**config.mk**
```make
export PLATFORM = sky130hd
export DESIGN_NAME = bru_pipeline
export DESIGN_NICKNAME = d
export VERILOG_FILES = /design/src/bru_pkg.sv /design/src/bru_execute_stage.sv /design/src/bru_imm_expand.sv /design/src/bru_operand_stage.sv /design/src/bru_pipeline.sv /design/src/bru_resolve_stage.sv
export VERILOG_INCLUDE_DIRS = /design/src
export SDC_FILE = /design/constraint.sdc
export NUM_CORES = 1
export LEC_CHECK = 0
export BUFFER_PORTS_ARGS = -buffer_cell sky130_fd_sc_hd__buf_2
export CAP_MARGIN = 15
export CORE_ASPECT_RATIO = 1.5
export CORE_UTILIZATION = 55
export CTS_BUF_LIST = sky130_fd_sc_hd__clkbuf_8 sky130_fd_sc_hd__clkbuf_16
export CTS_CLUSTER_SIZE = 40
export DETAILED_ROUTE_END_ITERATION = 10
export PLACE_DENSITY = 0.75
export SYNTH_ARGS = -nofsm -noshare
export SYNTH_HDL_FRONTEND = slang
export SYNTH_SLANG_ARGS = --single-unit
```
**constraint.sdc**
```tcl
create_clock -name CLK -period 9.4 [get_ports CLK]
set_input_delay 1.41 -clock CLK [delete_from_list [all_inputs] [get_ports CLK]]
set_output_delay 1.41 -clock CLK [all_outputs]
set_load 0.02 [all_outputs]
```
**src/bru_macros.svh**
```systemverilog
/* widths and constants for the branch resolution pipeline
   included by the package and by every stage that sizes a signal */
`ifndef BRU_MACROS_SVH
`define BRU_MACROS_SVH

// data and pc width
`define BRU_XLEN 32

// compact immediate as carried by the issue queue
`define BRU_IMM20_WIDTH 20

// physical register tag and rob index
`define BRU_LOG_PR_COUNT 7
`define BRU_LOG_ROB_ENTRIES 7

// high pc bits that must agree for an in-range target
`define BRU_UPPER_PC_WIDTH 19

`endif

```
**src/bru_pkg.sv**
```systemverilog
/* opcode encoding and stage bundles of the branch resolution pipeline
   imported by every stage and by the testbench */
`include "bru_macros.svh"

package bru_pkg;

    // bit 3 set marks a conditional branch
    typedef enum logic [3:0] {
        op_jalr   = 4'h0,
        op_c_jalr = 4'h1,
        op_jal    = 4'h2,
        op_c_jal  = 4'h3,
        op_c_j    = 4'h4,
        op_c_jr   = 4'h5,
        op_lui    = 4'h6,
        op_auipc  = 4'h7,
        op_beq    = 4'h8,
        op_bne    = 4'h9,
        op_c_beqz = 4'ha,
        op_c_bnez = 4'hb,
        op_blt    = 4'hc,
        op_bge    = 4'hd,
        op_bltu   = 4'he,
        op_bgeu   = 4'hf
    } bru_op_e;

    // -------------------------------------------------------------------
    // stage bundles

    typedef struct packed {
        bru_op_e                         op;
        logic [`BRU_XLEN-1:0]            pc;
        logic [`BRU_XLEN-1:0]            pred_pc;
        logic [`BRU_IMM20_WIDTH-1:0]     imm20;
        logic [`BRU_XLEN-1:0]            a;
        logic [`BRU_XLEN-1:0]            b;
        logic [`BRU_LOG_PR_COUNT-1:0]    dest_pr;
        logic [`BRU_LOG_ROB_ENTRIES-1:0] rob_index;
    } bru_issue_t;

    typedef struct packed {
        bru_op_e                         op;
        logic [`BRU_XLEN-1:0]            pc;
        logic [`BRU_XLEN-1:0]            pred_pc;
        logic [`BRU_XLEN-1:0]            imm32;     // already expanded
        logic [`BRU_XLEN-1:0]            a;
        logic [`BRU_XLEN-1:0]            b;
        logic [`BRU_LOG_PR_COUNT-1:0]    dest_pr;
        logic [`BRU_LOG_ROB_ENTRIES-1:0] rob_index;
    } bru_ex_t;

    typedef struct packed {
        bru_op_e                         op;
        logic [`BRU_XLEN-1:0]            pc;
        logic [`BRU_XLEN-1:0]            pred_pc;
        logic [`BRU_XLEN-1:0]            target_pc;
        logic                            is_taken;
        logic [`BRU_XLEN-1:0]            write_data;
        logic [`BRU_LOG_PR_COUNT-1:0]    dest_pr;
        logic [`BRU_LOG_ROB_ENTRIES-1:0] rob_index;
    } bru_res_t;

    typedef struct packed {
        logic [`BRU_XLEN-1:0]            data;
        logic [`BRU_LOG_PR_COUNT-1:0]    pr;
        logic [`BRU_LOG_ROB_ENTRIES-1:0] rob_index;
    } bru_wb_t;

    typedef struct packed {
        logic [`BRU_LOG_ROB_ENTRIES-1:0] rob_index;
        logic                            is_mispredict;
        logic                            is_taken;
        logic                            is_out_of_range;
        logic [`BRU_XLEN-1:0]            start_pc;
        logic [`BRU_XLEN-1:0]            target_pc;
    } bru_notif_t;

endpackage

```
**src/bru_execute_stage.sv**
```systemverilog
/* ex1 stage, adders and comparators plus per-opcode target, taken and link data
   result goes to the resolve stage as one bundle */
`timescale 1ns/1ns
`include "bru_macros.svh"

module bru_execute_stage
    import bru_pkg::*;
(
    input  logic     CLK,
    input  logic     nRST,

    input  logic     ex_valid,
    input  bru_ex_t  ex,

    // back-pressure
    input  logic     stall_wb,
    output logic     stall_ex1,

    output logic     res_valid,
    output bru_res_t res
);

    logic                 valid_ex1;
    bru_ex_t              ex1;

    logic [`BRU_XLEN-1:0] pc_plus_imm;
    logic [`BRU_XLEN-1:0] a_plus_imm;
    logic [`BRU_XLEN-1:0] seq_step;
    logic [`BRU_XLEN-1:0] pc_plus_seq;
    logic                 a_eq_b;
    logic                 a_eq_zero;
    logic                 a_lts_b;
    logic                 a_ltu_b;
    logic                 br_cond;

    // -------------------------------------------------------------------
    // ex1 register

    assign stall_ex1 = valid_ex1 & stall_wb;

    always_ff @(posedge CLK, negedge nRST) begin
        if (~nRST) begin
            valid_ex1 <= 1'b0;
        end else if (~stall_ex1) begin
            valid_ex1 <= ex_valid;
        end
    end

    always_ff @(posedge CLK) begin
        if (~stall_ex1) begin
            ex1 <= ex;
        end
    end

    // -------------------------------------------------------------------
    // arithmetic

    assign pc_plus_imm = ex1.pc + ex1.imm32;
    assign a_plus_imm  = ex1.a + ex1.imm32;

    // compressed ops with a fall-through or link step by 2
    always_comb begin
        case (ex1.op)
            op_c_jalr, op_c_jal, op_c_beqz, op_c_bnez: seq_step = `BRU_XLEN'(2);
            default:                                   seq_step = `BRU_XLEN'(4);
        endcase
    end
    assign pc_plus_seq = ex1.pc + seq_step;

    assign a_eq_b    = ex1.a == ex1.b;
    assign a_eq_zero = ex1.a == '0;
    assign a_lts_b   = $signed(ex1.a) < $signed(ex1.b);
    assign a_ltu_b   = ex1.a < ex1.b;

    // branch condition by opcode
    always_comb begin
        case (ex1.op)
            op_beq:    br_cond = a_eq_b;
            op_bne:    br_cond = ~a_eq_b;
            op_c_beqz: br_cond = a_eq_zero;
            op_c_bnez: br_cond = ~a_eq_zero;
            op_blt:    br_cond = a_lts_b;
            op_bge:    br_cond = ~a_lts_b;
            op_bltu:   br_cond = a_ltu_b;
            op_bgeu:   br_cond = ~a_ltu_b;
            default:   br_cond = 1'b0;  // not a branch
        endcase
    end

    // -------------------------------------------------------------------
    // per-opcode result

    assign res_valid = valid_ex1;

    always_comb begin
        res.op         = ex1.op;
        res.pc         = ex1.pc;
        res.pred_pc    = ex1.pred_pc;
        res.dest_pr    = ex1.dest_pr;
        res.rob_index  = ex1.rob_index;
        // jump defaults, link is the next sequential pc
        res.target_pc  = pc_plus_imm;
        res.is_taken   = 1'b1;
        res.write_data = pc_plus_seq;

        case (ex1.op)
            op_jalr: res.target_pc = a_plus_imm;
            op_c_jalr, op_c_jr: res.target_pc = ex1.a;
            op_jal, op_c_jal, op_c_j: ;  // defaults hold
            op_lui: begin
                res.is_taken   = 1'b0;
                res.write_data = ex1.imm32;
            end
            op_auipc: begin
                res.is_taken   = 1'b0;
                res.write_data = pc_plus_imm;
            end
            default: begin
                // conditional branches, fall through when not taken
                if (~br_cond) begin
                    res.target_pc = pc_plus_seq;
                    res.is_taken  = 1'b0;
                end
            end
        endcase
    end

endmodule

```
**src/bru_imm_expand.sv**
```systemverilog
/* rebuilds the full 32-bit immediate from the compact 20-bit field
   the field layout depends on the opcode class */
`timescale 1ns/1ns
`include "bru_macros.svh"

module bru_imm_expand
    import bru_pkg::*;
(
    input  bru_op_e                     op,
    input  logic [`BRU_IMM20_WIDTH-1:0] imm20,
    output logic [`BRU_XLEN-1:0]        imm32
);

    logic is_u;     // lui, auipc
    logic is_i;     // jalr only

    assign is_u = (op == op_lui) || (op == op_auipc);
    assign is_i = (op == op_jalr);

    always_comb begin
        // sign always sits at imm20[11]
        imm32[31] = imm20[11];

        if (is_u) begin
            imm32[30:20] = imm20[10:0];
        end else begin
            imm32[30:20] = {11{imm20[11]}};
        end

        // i-type and branches sign fill, jumps carry their own bits
        if (is_i || op[3]) begin
            imm32[19:12] = {8{imm20[11]}};
        end else begin
            imm32[19:12] = imm20[19:12];
        end

        if (is_i) begin
            imm32[11] = imm20[11];
        end else if (is_u) begin
            imm32[11] = 1'b0;
        end else begin
            imm32[11] = imm20[0];   // j/b offset bit 11 parked in bit 0
        end

        if (is_u) begin
            imm32[10:1] = '0;
        end else begin
            imm32[10:1] = imm20[10:1];
        end

        // halfword aligned except for jalr
        imm32[0] = is_i ? imm20[0] : 1'b0;
    end

endmodule

```
**src/bru_operand_stage.sv**
```systemverilog
/* operand capture stage, takes one issued op per cycle and expands its immediate
   holds while the execute stage pushes back */
`timescale 1ns/1ns
`include "bru_macros.svh"

module bru_operand_stage
    import bru_pkg::*;
(
    input  logic       CLK,
    input  logic       nRST,

    // issue side
    input  logic       issue_valid,
    input  bru_issue_t issue,
    output logic       issue_ready,

    // towards ex1
    input  logic       stall_ex1,
    output logic       ex_valid,
    output bru_ex_t    ex
);

    logic                 valid_oc;
    bru_issue_t           oc;
    logic                 stall_oc;
    logic [`BRU_XLEN-1:0] imm32;

    // -------------------------------------------------------------------
    // control

    assign stall_oc    = valid_oc & stall_ex1;   // only a real op blocks
    assign issue_ready = ~valid_oc | ~stall_oc;
    assign ex_valid    = valid_oc & ~stall_oc;

    always_ff @(posedge CLK, negedge nRST) begin
        if (~nRST) begin
            valid_oc <= 1'b0;
        end else if (~stall_oc) begin
            valid_oc <= issue_valid;
        end
    end

    // payload, held in place on a stall
    always_ff @(posedge CLK) begin
        if (~stall_oc) begin
            oc <= issue;
        end
    end

    // -------------------------------------------------------------------
    // immediate and ex1 bundle

    bru_imm_expand i_imm_expand (
        .op    (oc.op),
        .imm20 (oc.imm20),
        .imm32 (imm32)
    );

    always_comb begin
        ex.op        = oc.op;
        ex.pc        = oc.pc;
        ex.pred_pc   = oc.pred_pc;
        ex.imm32     = imm32;
        ex.a         = oc.a;
        ex.b         = oc.b;
        ex.dest_pr   = oc.dest_pr;
        ex.rob_index = oc.rob_index;
    end

endmodule

```
**src/bru_pipeline.sv**
```systemverilog
/* branch resolution pipeline top, operand capture then ex1, ex2 and writeback
   back-pressure from either output sink stalls the pipeline from the back */
`timescale 1ns/1ns

module bru_pipeline
    import bru_pkg::*;
(
    input  logic       CLK,
    input  logic       nRST,

    // issue
    input  logic       issue_valid,
    input  bru_issue_t issue,
    output logic       issue_ready,

    // register writeback
    output logic       wb_valid,
    output bru_wb_t    wb,
    input  logic       wb_ready,

    // branch notification to rob
    output logic       notif_valid,
    output bru_notif_t notif,
    input  logic       notif_ready
);

    logic     ex_valid;
    bru_ex_t  ex;
    logic     res_valid;
    bru_res_t res;
    logic     stall_ex1;
    logic     stall_wb;

    // -------------------------------------------------------------------
    // stages

    bru_operand_stage i_operand_stage (
        .CLK         (CLK),
        .nRST        (nRST),
        .issue_valid (issue_valid),
        .issue       (issue),
        .issue_ready (issue_ready),
        .stall_ex1   (stall_ex1),
        .ex_valid    (ex_valid),
        .ex          (ex)
    );

    bru_execute_stage i_execute_stage (
        .CLK       (CLK),
        .nRST      (nRST),
        .ex_valid  (ex_valid),
        .ex        (ex),
        .stall_wb  (stall_wb),
        .stall_ex1 (stall_ex1),
        .res_valid (res_valid),
        .res       (res)
    );

    bru_resolve_stage i_resolve_stage (
        .CLK         (CLK),
        .nRST        (nRST),
        .res_valid   (res_valid),
        .res         (res),
        .stall_wb    (stall_wb),
        .wb_ready    (wb_ready),
        .wb_valid    (wb_valid),
        .wb          (wb),
        .notif_ready (notif_ready),
        .notif_valid (notif_valid),
        .notif       (notif)
    );

endmodule

```
**src/bru_resolve_stage.sv**
```systemverilog
/* ex2 and output stages, mispredict and range checks and the two output ports
   writeback and branch notification each wait for their own ready */
`timescale 1ns/1ns
`include "bru_macros.svh"

module bru_resolve_stage
    import bru_pkg::*;
(
    input  logic       CLK,
    input  logic       nRST,

    input  logic       res_valid,
    input  bru_res_t   res,
    output logic       stall_wb,    // back-pressure to ex1

    // writeback port
    input  logic       wb_ready,
    output logic       wb_valid,
    output bru_wb_t    wb,

    // branch notification port
    input  logic       notif_ready,
    output logic       notif_valid,
    output bru_notif_t notif
);

    logic       valid_ex2;
    bru_res_t   ex2;
    logic       out_blocked;
    logic       next_wb_valid;
    logic       next_notif_valid;
    bru_wb_t    next_wb;
    bru_notif_t next_notif;

    // -------------------------------------------------------------------
    // stall

    // either output still waiting on its sink
    assign out_blocked = (wb_valid & ~wb_ready) | (notif_valid & ~notif_ready);

    // ex2 only holds when it has something to hold
    assign stall_wb = valid_ex2 & out_blocked;

    // -------------------------------------------------------------------
    // ex2 register

    always_ff @(posedge CLK, negedge nRST) begin
        if (~nRST) begin
            valid_ex2 <= 1'b0;
        end else if (~stall_wb) begin
            valid_ex2 <= res_valid;
        end
    end

    always_ff @(posedge CLK) begin
        if (~stall_wb) begin
            ex2 <= res;
        end
    end

    // -------------------------------------------------------------------
    // next outputs

    always_comb begin
        next_wb.data      = ex2.write_data;
        next_wb.pr        = ex2.dest_pr;
        next_wb.rob_index = ex2.rob_index;

        next_notif.rob_index       = ex2.rob_index;
        next_notif.is_mispredict   = ex2.target_pc != ex2.pred_pc;
        next_notif.is_taken        = ex2.is_taken;
        next_notif.is_out_of_range =
            ex2.target_pc[`BRU_XLEN-1 -: `BRU_UPPER_PC_WIDTH] !=
            ex2.pc[`BRU_XLEN-1 -: `BRU_UPPER_PC_WIDTH];
        next_notif.start_pc        = ex2.pc;
        next_notif.target_pc       = ex2.target_pc;
    end

    // which port each opcode uses
    always_comb begin
        next_wb_valid    = 1'b0;
        next_notif_valid = 1'b0;
        if (ex2.op[3]) begin
            next_notif_valid = valid_ex2;   // conditional branches
        end else begin
            case (ex2.op)
                op_jalr, op_c_jalr, op_jal, op_c_jal: begin
                    next_wb_valid    = valid_ex2;
                    next_notif_valid = valid_ex2;
                end
                op_c_j, op_c_jr: next_notif_valid = valid_ex2;
                op_lui, op_auipc: next_wb_valid = valid_ex2;
                default: ;
            endcase
        end
    end

    // -------------------------------------------------------------------
    // output registers

    always_ff @(posedge CLK, negedge nRST) begin
        if (~nRST) begin
            wb_valid    <= 1'b0;
            notif_valid <= 1'b0;
        end else if (out_blocked) begin
            // an accepted side drops, the other keeps waiting
            wb_valid    <= wb_valid & ~wb_ready;
            notif_valid <= notif_valid & ~notif_ready;
        end else begin
            wb_valid    <= next_wb_valid;
            notif_valid <= next_notif_valid;
        end
    end

    always_ff @(posedge CLK) begin
        if (~out_blocked) begin
            wb    <= next_wb;
            notif <= next_notif;
        end
    end

endmodule

```
# Word-level counts from Yosys, hierarchy flattened
# Cells that the tools add are included.
[totals]
output_inout_bits = 123
in_bits = 171
register_bits = 609
ramBits = 0
n_memories = 0
romBits = 0
word_cells = 116
latchBits = 0
[classes]
div_mod_pow = 0
mul = 0
order_cmp = 2
bitwise_logic = 16
n_reduce_logical = 13
shift = 0
mux = 16
add_sub_neg = 3
n_eq_ne = 27
[ops]
columns = ["cell", "count"]
rows = [
  ["32-bit one-hot mux with 3 select lines", 1],
  ["32-bit adder", 2],
  ["32-bit less-than comparator", 2],
  ["32-bit one-hot mux with 2 select lines", 1],
  ["4-bit by 3-bit == test with 1-bit output, second input constant", 10],
  ["33-bit 2-to-1 mux", 1],
  ["32-bit by 3-bit adder with 32-bit output", 1],
  ["32-bit == test", 1],
  ["4-bit == test, second input constant", 8],
  ["32-bit logical NOT", 1],
  ["32-bit != test", 1],
  ["19-bit != test", 1],
  ["6-bit OR reduction", 3],
  ["4-bit by 2-bit == test with 1-bit output, second input constant", 4],
  ["4-bit logical NOT", 3],
  ["11-bit 2-to-1 mux", 1],
  ["4-bit by 1-bit == test with 1-bit output, second input constant", 2],
  ["1-bit 2-to-1 mux", 8],
  ["8-bit 2-to-1 mux", 1],
  ["1-bit NOT", 8],
  ["1-bit one-hot mux with 8 select lines", 1],
  ["1-bit AND", 6],
  ["5-bit OR reduction", 1],
  ["2-bit OR reduction", 2],
  ["other kinds (5)", 7],
]

# Depth between registers and ports, before layout
# Gate-level depths: netlist (run 1).
[logic_depth]
depth_word = 8
ltp_mapped = 16

# By module
# From an unflattened synthesis (run 1), not the netlist that was laid out.
[unflattened]
hier_cells = 1927
hier_area_um2 = 27415.0
[modules_own_cells]
columns = ["module", "seq_area_each_um2", "area_each_um2", "n_inst", "cells_per_inst"]
rows = [
  ["bru_execute_stage", 5370.2, 12401.9, 1, 1207],
  ["bru_resolve_stage", 7852.5, 8524.4, 1, 350],
  ["bru_operand_stage", 5009.8, 6127.1, 1, 317],
  ["bru_imm_expand", 0.0, 361.6, 1, 53],
]

# Worst setup path before layout (run 1)
# No wires, ideal clock.
[synth_path]
kind = "input -> register"
startpoint = "input wb_ready"
endpoint = "register i_operand_stage.oc, in the netlist i_operand_stage.ex[0] (enable)"
stages = 3
arrival_time_ps = 6223
setup_time_ps = 2111
slack_ps = 1065
path_cell_list = "nand2b_1 nand2_1 nand4_1"
[synth_between]
elab_chain_len = 6
[synth_rtl]
columns = ["item", "line", "text"]
rows = [
  ["start, declared", "bru_pipeline.sv:19", "input logic wb_ready,"],
  ["1-bit NOT", "bru_resolve_stage.sv:39", "assign out_blocked = (wb_valid & ~wb_ready) | (notif_valid & ~notif_ready);"],
  ["1-bit AND", "bru_resolve_stage.sv:39", ""],
  ["1-bit OR", "bru_resolve_stage.sv:39", ""],
  ["1-bit AND", "bru_resolve_stage.sv:42", "assign stall_wb = valid_ex2 & out_blocked;"],
  ["1-bit AND", "bru_execute_stage.sv:39", "assign stall_ex1 = valid_ex1 & stall_wb;"],
  ["1-bit AND", "bru_operand_stage.sv:31", "assign stall_oc = valid_oc & stall_ex1;"],
  ["end signal, assigned", "bru_operand_stage.sv:46", "oc <= issue;"],
  ["end, declared", "bru_operand_stage.sv:24", "bru_issue_t oc;"],
]
# No other way between the ends.
# A chain may end at the register's enable or synchronous reset.

==> impl_metrics.toml, run 1 <==
[yosys]
synth_seq_cells = 608
ys_async_sr_fraction = 0.00822
synth_edf_count = 603
syn-cell-area_sq_mm = 0.0257
syn_avg_cell_area_sq_um = 15.4
syn_inst = 1671
syn-num-nets = 1941
synth_top_flop_cell = "edfxtp_1"
seq_area_frac_synth = 0.709
ys_types = 83
ys.warnings.count = 0

[critical_path]
worstPathRequired_ns = 9.75
worstPathMaxFanout = 47
r2r_cells = 14
crit_path_end = "i_resolve_stage.ex2[76]"
r2r_slack_ns = 4.75
cp.arrival_ns = 5.00
end_kind = "register"
r2r_start = "i_execute_stage.res[146]"
timing.rr.end = "i_resolve_stage.ex2[76]"
worstSetupStartpoint = "i_execute_stage.res[146]"
critical_path_class = "register to register"
startpoint_type = "register"

[place]
hpwl_mm = 42.0
gp_congestion = 0.951
io_buffers = 293

[clock_network]
cts_buffer_depth = 3
hold_buffers = 0
post_cts_buffers = 0
cts_buffers = 51
insertion_delay_ns = 0.59
path_clk_slew_ns = 0.07
h-tree-depth = 2
cts_tree = "done"
root_buffer = "clkbuf_16"
numClockSinks = 608
ctsResizeCount = 0

[sta]
finalHoldViolCount = 0
maxSlewViolCount = 0
clock.fmax_mhz = 215
tightest_slew_ns = 1.21
rsz0062_at_grt = "false"
fin_worst_skew_ns = 0.0165
relSlewSlack = 0.190
fin_setup_tns_ns = 0
setup-violations-final = 0
post-route-period-util = 0.495
fin_crit_ns = 4.65

[drt]
avgViaCountPerCell = 5.80
drc = 0
drtPass1Iterations = 6
wire_per_inst_um = 22.1
routed_wl_mm = 57.5
drt_first_iter_violations = 1287
via_count = 15084
ant_nets = 0

[global_route]
grt_max_degree = 167
grt.overflow.total = 0
grt.total_usage = 0.244
grt_pass1_wl_mm = 85.6
grt_pass1_vias = 14891
grt_antenna_before_repair = 1

[floorplanning]
die_h_um = 267
die_w_um = 179
fp-row-count = 96
core_area_sq_mm = 0.0459
io_pins = 294
initial_core_util = 0.560
die_area_sq_mm = 0.0476

[run]
cap_viol_max_count = 0

[cells_and_area]
area_delta_synth_final_pct = 14.4
fillers = 3359
nets = 2246
drive_gt1_frac = 0.209

[power_and_ir_drop]
ir_drop_mv = 0.195
power_mw = 11.9
leakagePower_nw = 11.4
power_density_mw_per_mm2 = 404

[outcome]
run_status = "finished, final reports clean"

[min_path]
min_path_type = "register to register"
-- stage by stage --
stage / instance area (sq um) / std cells / utilization / hold WS [ns] / worst slack, ns
2_1_floorplan: 25700 / 1671 / - / 0.400 / 1.07
3_3_place_gp: 27800 / 2510 / 0.606 / 0.401 / 4.90
3_5_place_dp: 27800 / 2511 / 0.606 / 0.405 / 4.82
4_1_cts: 29400 / 2601 / 0.641 / 0.414 / 4.80
5_1_grt: 29400 / 2602 / 0.641 / 0.416 / 4.64
6_report: 29400 / 2602 / 0.641 / 0.409 / 4.75
-- final cells by class --
cell class	count	area [sq um]	share of cell area
antenna	1	2.50	0.0000851
clock buffer	51	1280	0.0434
clock inverter	39	339	0.0115
inverter	56	213	0.00723
multi-input combinational	954	7040	0.239
sequential	608	18200	0.620
tap	588	736	0.0250
timing repair buffer	305	1570	0.0535
-- worst min path at each step --
| stage | start | slack, ns | depth (start not counted) | endpoint |
|---|---|---|---|---|
| floorplan | i_operand_stage.ex[14] | 0.40 | 0 | i_execute_stage.ex1[14] |
| global placement | i_execute_stage.res[7] | 0.40 | 0 | i_resolve_stage.ex2[7] |
| detailed placement | i_operand_stage.ex[37] | 0.40 | 0 | i_execute_stage.ex1[37] |
| CTS | i_resolve_stage.ex2[114] | 0.41 | 0 | i_resolve_stage.notif[35] |
| global route | i_resolve_stage.ex2[115] | 0.42 | 0 | i_resolve_stage.notif[36] |
| finish | i_execute_stage.res[86] | 0.41 | 0 | i_resolve_stage.ex2[86] |
-- critical path, stage by stage, from the launching register on --
cell and delay [ns]:
edfxtp_1 0.32, buf_4 0.56, mux2i_1 0.16, nor2_1 0.37, ha_1 0.26, inv_1 0.06
fa_1 0.44, nor4_1 0.76, nand2b_1 0.26, nor3_2 0.45, nand4_1 0.17, xnor2_1 0.18
mux2i_1 0.14, a21oi_1 0.08, a21o_1 0.18
-- Yosys cell counts (28+ instances only) --
cell type | count | area, sq um
a21o_1 | 64 | 480
a21oi_1 | 98 | 490
clkbuf_1 | 33 | 124
edfxtp_1 | 603 | 18100
ha_1 | 96 | 1200
inv_1 | 56 | 210
mux2i_1 | 30 | 300
nand2_1 | 78 | 293
nand3_1 | 37 | 185
nand4_1 | 34 | 213
nor2_1 | 71 | 267
o21ai_0 | 28 | 140
xnor2_1 | 100 | 876
xor2_1 | 31 | 272
-- per-layer routing --
layer,share of wire,up-vias,track usage
met1,0.39,7235,0.310
li1,-,7054,-
met3,0.064,126,0.0252
met5,0,-,0
met4,0.049,0,0.125
met2,0.50,669,0.414
-- registers in the layout, summed over array words and instances, names as in the netlist --
register                     count
i_execute_stage.ex1             96
i_execute_stage.res             82
i_execute_stage.res_valid        1
i_operand_stage.ex             146
i_operand_stage.oc              20
i_operand_stage.valid_oc         1
i_resolve_stage.ex2            146
i_resolve_stage.notif           67
i_resolve_stage.notif_valid      1
i_resolve_stage.valid_ex2        1
i_resolve_stage.wb              46
i_resolve_stage.wb_valid         1
-- placed cells by master, fill, tap and decap left out, types with 10 or more instances in the layout --
cell / netlist / routed
nor2b_1: 24 / 24
clkinv_1: 0 / 10
nor4_1: 14 / 13
a221o_1: 16 / 16
a211oi_1: 21 / 21
mux2i_1: 30 / 30
nand2b_1: 16 / 16
o21ai_0: 28 / 28
nand4_1: 34 / 34
ha_1: 96 / 96
buf_2: 8 / 293
o21ai_1: 15 / 15
nand3_1: 37 / 36
o21bai_1: 10 / 10
inv_1: 56 / 64
nand2_1: 78 / 77
o211ai_1: 13 / 13
nor2_1: 71 / 69
xnor2_1: 100 / 100
a21o_1: 64 / 64
and2_1: 14 / 14
and3_1: 10 / 10
xor2_1: 31 / 31
buf_4: 7 / 10
a22oi_1: 10 / 10
a21oi_1: 98 / 98
clkbuf_16: 0 / 51
edfxtp_1: 603 / 603
-- report_power, final --
group | switching [mW] | total (mW) | internal (mW)
combinational | 2.90 | 4.62 | 1.72
clock | 0.923 | 2.05 | 1.13
sequential | 0.696 | 5.20 | 4.51
-- cells by family after synthesis --
group	Yosys count	synth area share
multiplexers	32	0.0126
flip-flops	608	0.709
AND/OR/NAND/NOR	341	0.0691
adder cells (fa/ha/maj)	99	0.0490
AO/OA/AOI/OAI	349	0.0959
XOR/XNOR	133	0.0459
buffers and inverters	109	0.0185
(Power assumes the default switching activity.)
==> run 2: changes to the inputs <==
--- a/config.mk
+++ b/config.mk
@@ -6,10 +6,11 @@
 export SDC_FILE = /design/constraint.sdc
 export NUM_CORES = 1
 export LEC_CHECK = 0
+export ABC_AREA = 1
 export BUFFER_PORTS_ARGS = -buffer_cell sky130_fd_sc_hd__buf_2
 export CAP_MARGIN = 15
 export CORE_ASPECT_RATIO = 1.5
-export CORE_UTILIZATION = 55
+export CORE_UTILIZATION = 53
 export CTS_BUF_LIST = sky130_fd_sc_hd__clkbuf_8 sky130_fd_sc_hd__clkbuf_16
 export CTS_CLUSTER_SIZE = 40
 export DETAILED_ROUTE_END_ITERATION = 10
==> constraint.sdc (replaced) <==
create_clock -name CLK -period 3.96 [get_ports CLK]
set_input_delay 0.594 -clock CLK [delete_from_list [all_inputs] [get_ports CLK]]
set_output_delay 0.594 -clock CLK [all_outputs]
set_load 0.02 [all_outputs]
==> run 2 against run 1 <==
  * Sequential cell count unchanged
  * Highest routed layer unchanged
  * Combinational power rose to 2.5 times the previous value
  * Critical endpoint unchanged
  * Global-route usage up 4.3 points
  * Sequential share of layout area down 2.9 points
  * Sequential power up 140%
  * Clock power up 140%
  * Clock-buffer cell count up 3
==> impl_metrics.toml, run 2 <==
[yosys]
synth_common_cells = "603 x edfxtp_1, 484 x nand2_1, 212 x inv_1"
syn_avg_cell_area_sq_um = 12.1
synthSimpleGateAreaFrac = 0.148
synth.area.top_cells = "edfxtp_1 68%, nand2_1 6.8%, ha_1 4.5%"
synth_top_family_by_area = "simple AND/OR/NAND/NOR gates"
synth_top_area_frac = 0.679
muxShareOfSynthArea = 0
synth_seq_cells = 608
synth_edf_count = 603
syn-num-nets = 2481
yosysMostFrequentCell = "edfxtp_1"
yosys.area.top_type = "edfxtp_1"
seq_area_frac_synth = 0.684
synth_adder_area_share = 0.0473
ys.warnings.count = 0
synth-xor-area-share = 0.0295
syn_inst = 2211
ys_async_sr_fraction = 0.00822
synth-compound-area-share = 0.0537
syn-cell-area_sq_mm = 0.0267
synth_top_flop_cell = "edfxtp_1"
ys_types = 48

[drt]
drt_first_iter_violations = 1383
routed_wl_mm = 71.8
wire_per_inst_um = 22.0
avgViaCountPerCell = 5.38
drc = 0
via_count = 17572
drtPass1Iterations = 6
ant_nets = 0

[cells_and_area]
drive_gt1_frac = 0.174
utilization = 0.621
area_delta_synth_final_pct = 15.8
design_area_sq_mm = 0.0309
layout_common_cells = "603 x edfxtp_1, 483 x nand2_1, 293 x buf_2"
nets = 2832
fillers = 3867
regArea_sq_mm = 0.0182
multi_input_area_sq_mm = 0.00745
stdcell_count = 3269
mostFrequentLayoutCell = "edfxtp_1"

[critical_path]
critical_path.cell_chain = "nor2_1 > inv_1 > o22ai_1 > ha_1 > inv_1 > fa_1 > nor2_1 > nand2_1 > nor2_4 > nand2_2 > nor2_4 > nand3_2 > buf_4 > nor4_1 > xor2_1 > nand2_1 > nand3_1"
worstPathMaxFanout = 5
startpoint_type = "register"
critPathSlowestCell = "edfxtp_1"
end_kind = "register"
critical_path_class = "register to register"
cp.arrival_ns = 3.98
crit_buf_inv = 3
worstPathRequired_ns = 4.31
r2r_start = "i_execute_stage.res[145]"
critPathMaxStageDelay_ns = 0.44
crit_family = "simple AND/OR/NAND/NOR gates"
worstSetupStartpoint = "i_execute_stage.res[145]"

[power_and_ir_drop]
power_density_mw_per_mm2 = 936
ir_drop_mv = 0.603
leakagePower_nw = 12.8
power_mw = 28.9

[clock_network]
cts_buffer_depth = 3
post_cts_buffers = 0
path_clk_slew_ns = 0.07
cts_buffers = 54
numClockSinks = 608
cts_tree = "done"
root_buffer = "clkbuf_16"
ctsResizeCount = 0
insertion_delay_ns = 0.63
h-tree-depth = 2

[place]
gp_congestion = 0.958
place_area_sq_mm = 0.0291
hpwl_mm = 56.2
place_inst = 3168
io_buffers = 293
dp_slack_ns = 0.462

[min_path]
hold_start = "issue[135]"
min_path_type = "input port to register"

[sta]
maxSlewViolCount = 0
post-route-period-util = 0.915
tightest_slew_ns = 0.975
finalHoldViolCount = 0
rsz0062_at_grt = "false"
fin_worst_skew_ns = 0.0396
relSlewSlack = 0.350
setup-violations-final = 0
post-route-worst-setup-slack_ns = 0.336
fin_crit_ns = 3.62
worst_hold_slack_ns = 0.136
fin_setup_tns_ns = 0
clock.fmax_mhz = 276

[floorplanning]
core_area_sq_mm = 0.0497
initial_core_util = 0.537
die_area_sq_mm = 0.0512
die_w_um = 185
io_pins = 294
fp-row-count = 100
die_h_um = 277

[global_route]
grt.total_usage = 0.287
grt.overflow.total = 0
grt_max_degree = 104
grt_pass1_wl_mm = 106
grt_antenna_before_repair = 1
grt_pass1_vias = 18026

[run]
cap_viol_max_count = 0

[outcome]
run_status = "finished, final reports clean"
## run 2: cells by family (layout without fill, tap and decap cells)
group	count (synthesis)	count (layout)
AND/OR/NAND/NOR	916	916
XOR/XNOR	89	89
buffers and inverters	250	643
other	0	2
AO/OA/AOI/OAI	249	249
adder cells (fa/ha/maj)	99	99
flip-flops	608	608
## run 2: final cells by class
class,instances,area share
Inverter,215,0.0265
Antenna cell,2,0.000162
Multi-Input combinational cell,1353,0.242
Clock buffer,54,0.0438
Timing Repair Buffer,330,0.0582
Clock inverter,44,0.0120
Sequential cell,608,0.591
Tap cell,663,0.0269
## run 2: repair_timing
item / CTS / global route
hold buffers: 1 / 0
endpoints found under the setup margin: 0 / 0
hold endpoints to repair: 5 / 0
## run 2: power by group
part	switching, mW	internal (mW)	total, mW
Combinational	7.96	3.59	11.6
Sequential	1.69	10.6	12.3
Clock	2.26	2.76	5.02
Total	11.9	17.0	28.9
## run 2: worst paths after layout
path                                        endpoint  slack [ns]  cells after the start
min in group asynchronous   i_resolve_stage.wb_valid        0.34                      2
hold / removal               i_operand_stage.ex[147]        0.14                      1
setup / recovery             i_resolve_stage.ex2[76]        0.34                     17
setup reg to reg             i_resolve_stage.ex2[76]        0.34                     17
max in group asynchronous  i_execute_stage.res_valid        3.48                      2
hold reg to reg             i_resolve_stage.ex2[109]        0.39                      0
## run 2: per-layer routing
layer,part of all wire,track usage,wire (um),up-vias
met2,0.53,0.519,37800,562
met3,0.046,0.0351,3290,152
met4,0.042,0.117,2990,0
met1,0.39,0.342,27700,8416
li1,-,-,-,8442
met5,0,0,0,-
## run 2: worst register-to-register path, delay by kind of cell (launching register included)
kind	cells	cell delay, ns
adder cells (fa/ha/maj)	2	0.65
AO/OA/AOI/OAI	1	0.29
AND/OR/NAND/NOR	10	1.48
flip-flops	1	0.44
XOR/XNOR	1	0.14
buffers and inverters	3	0.36
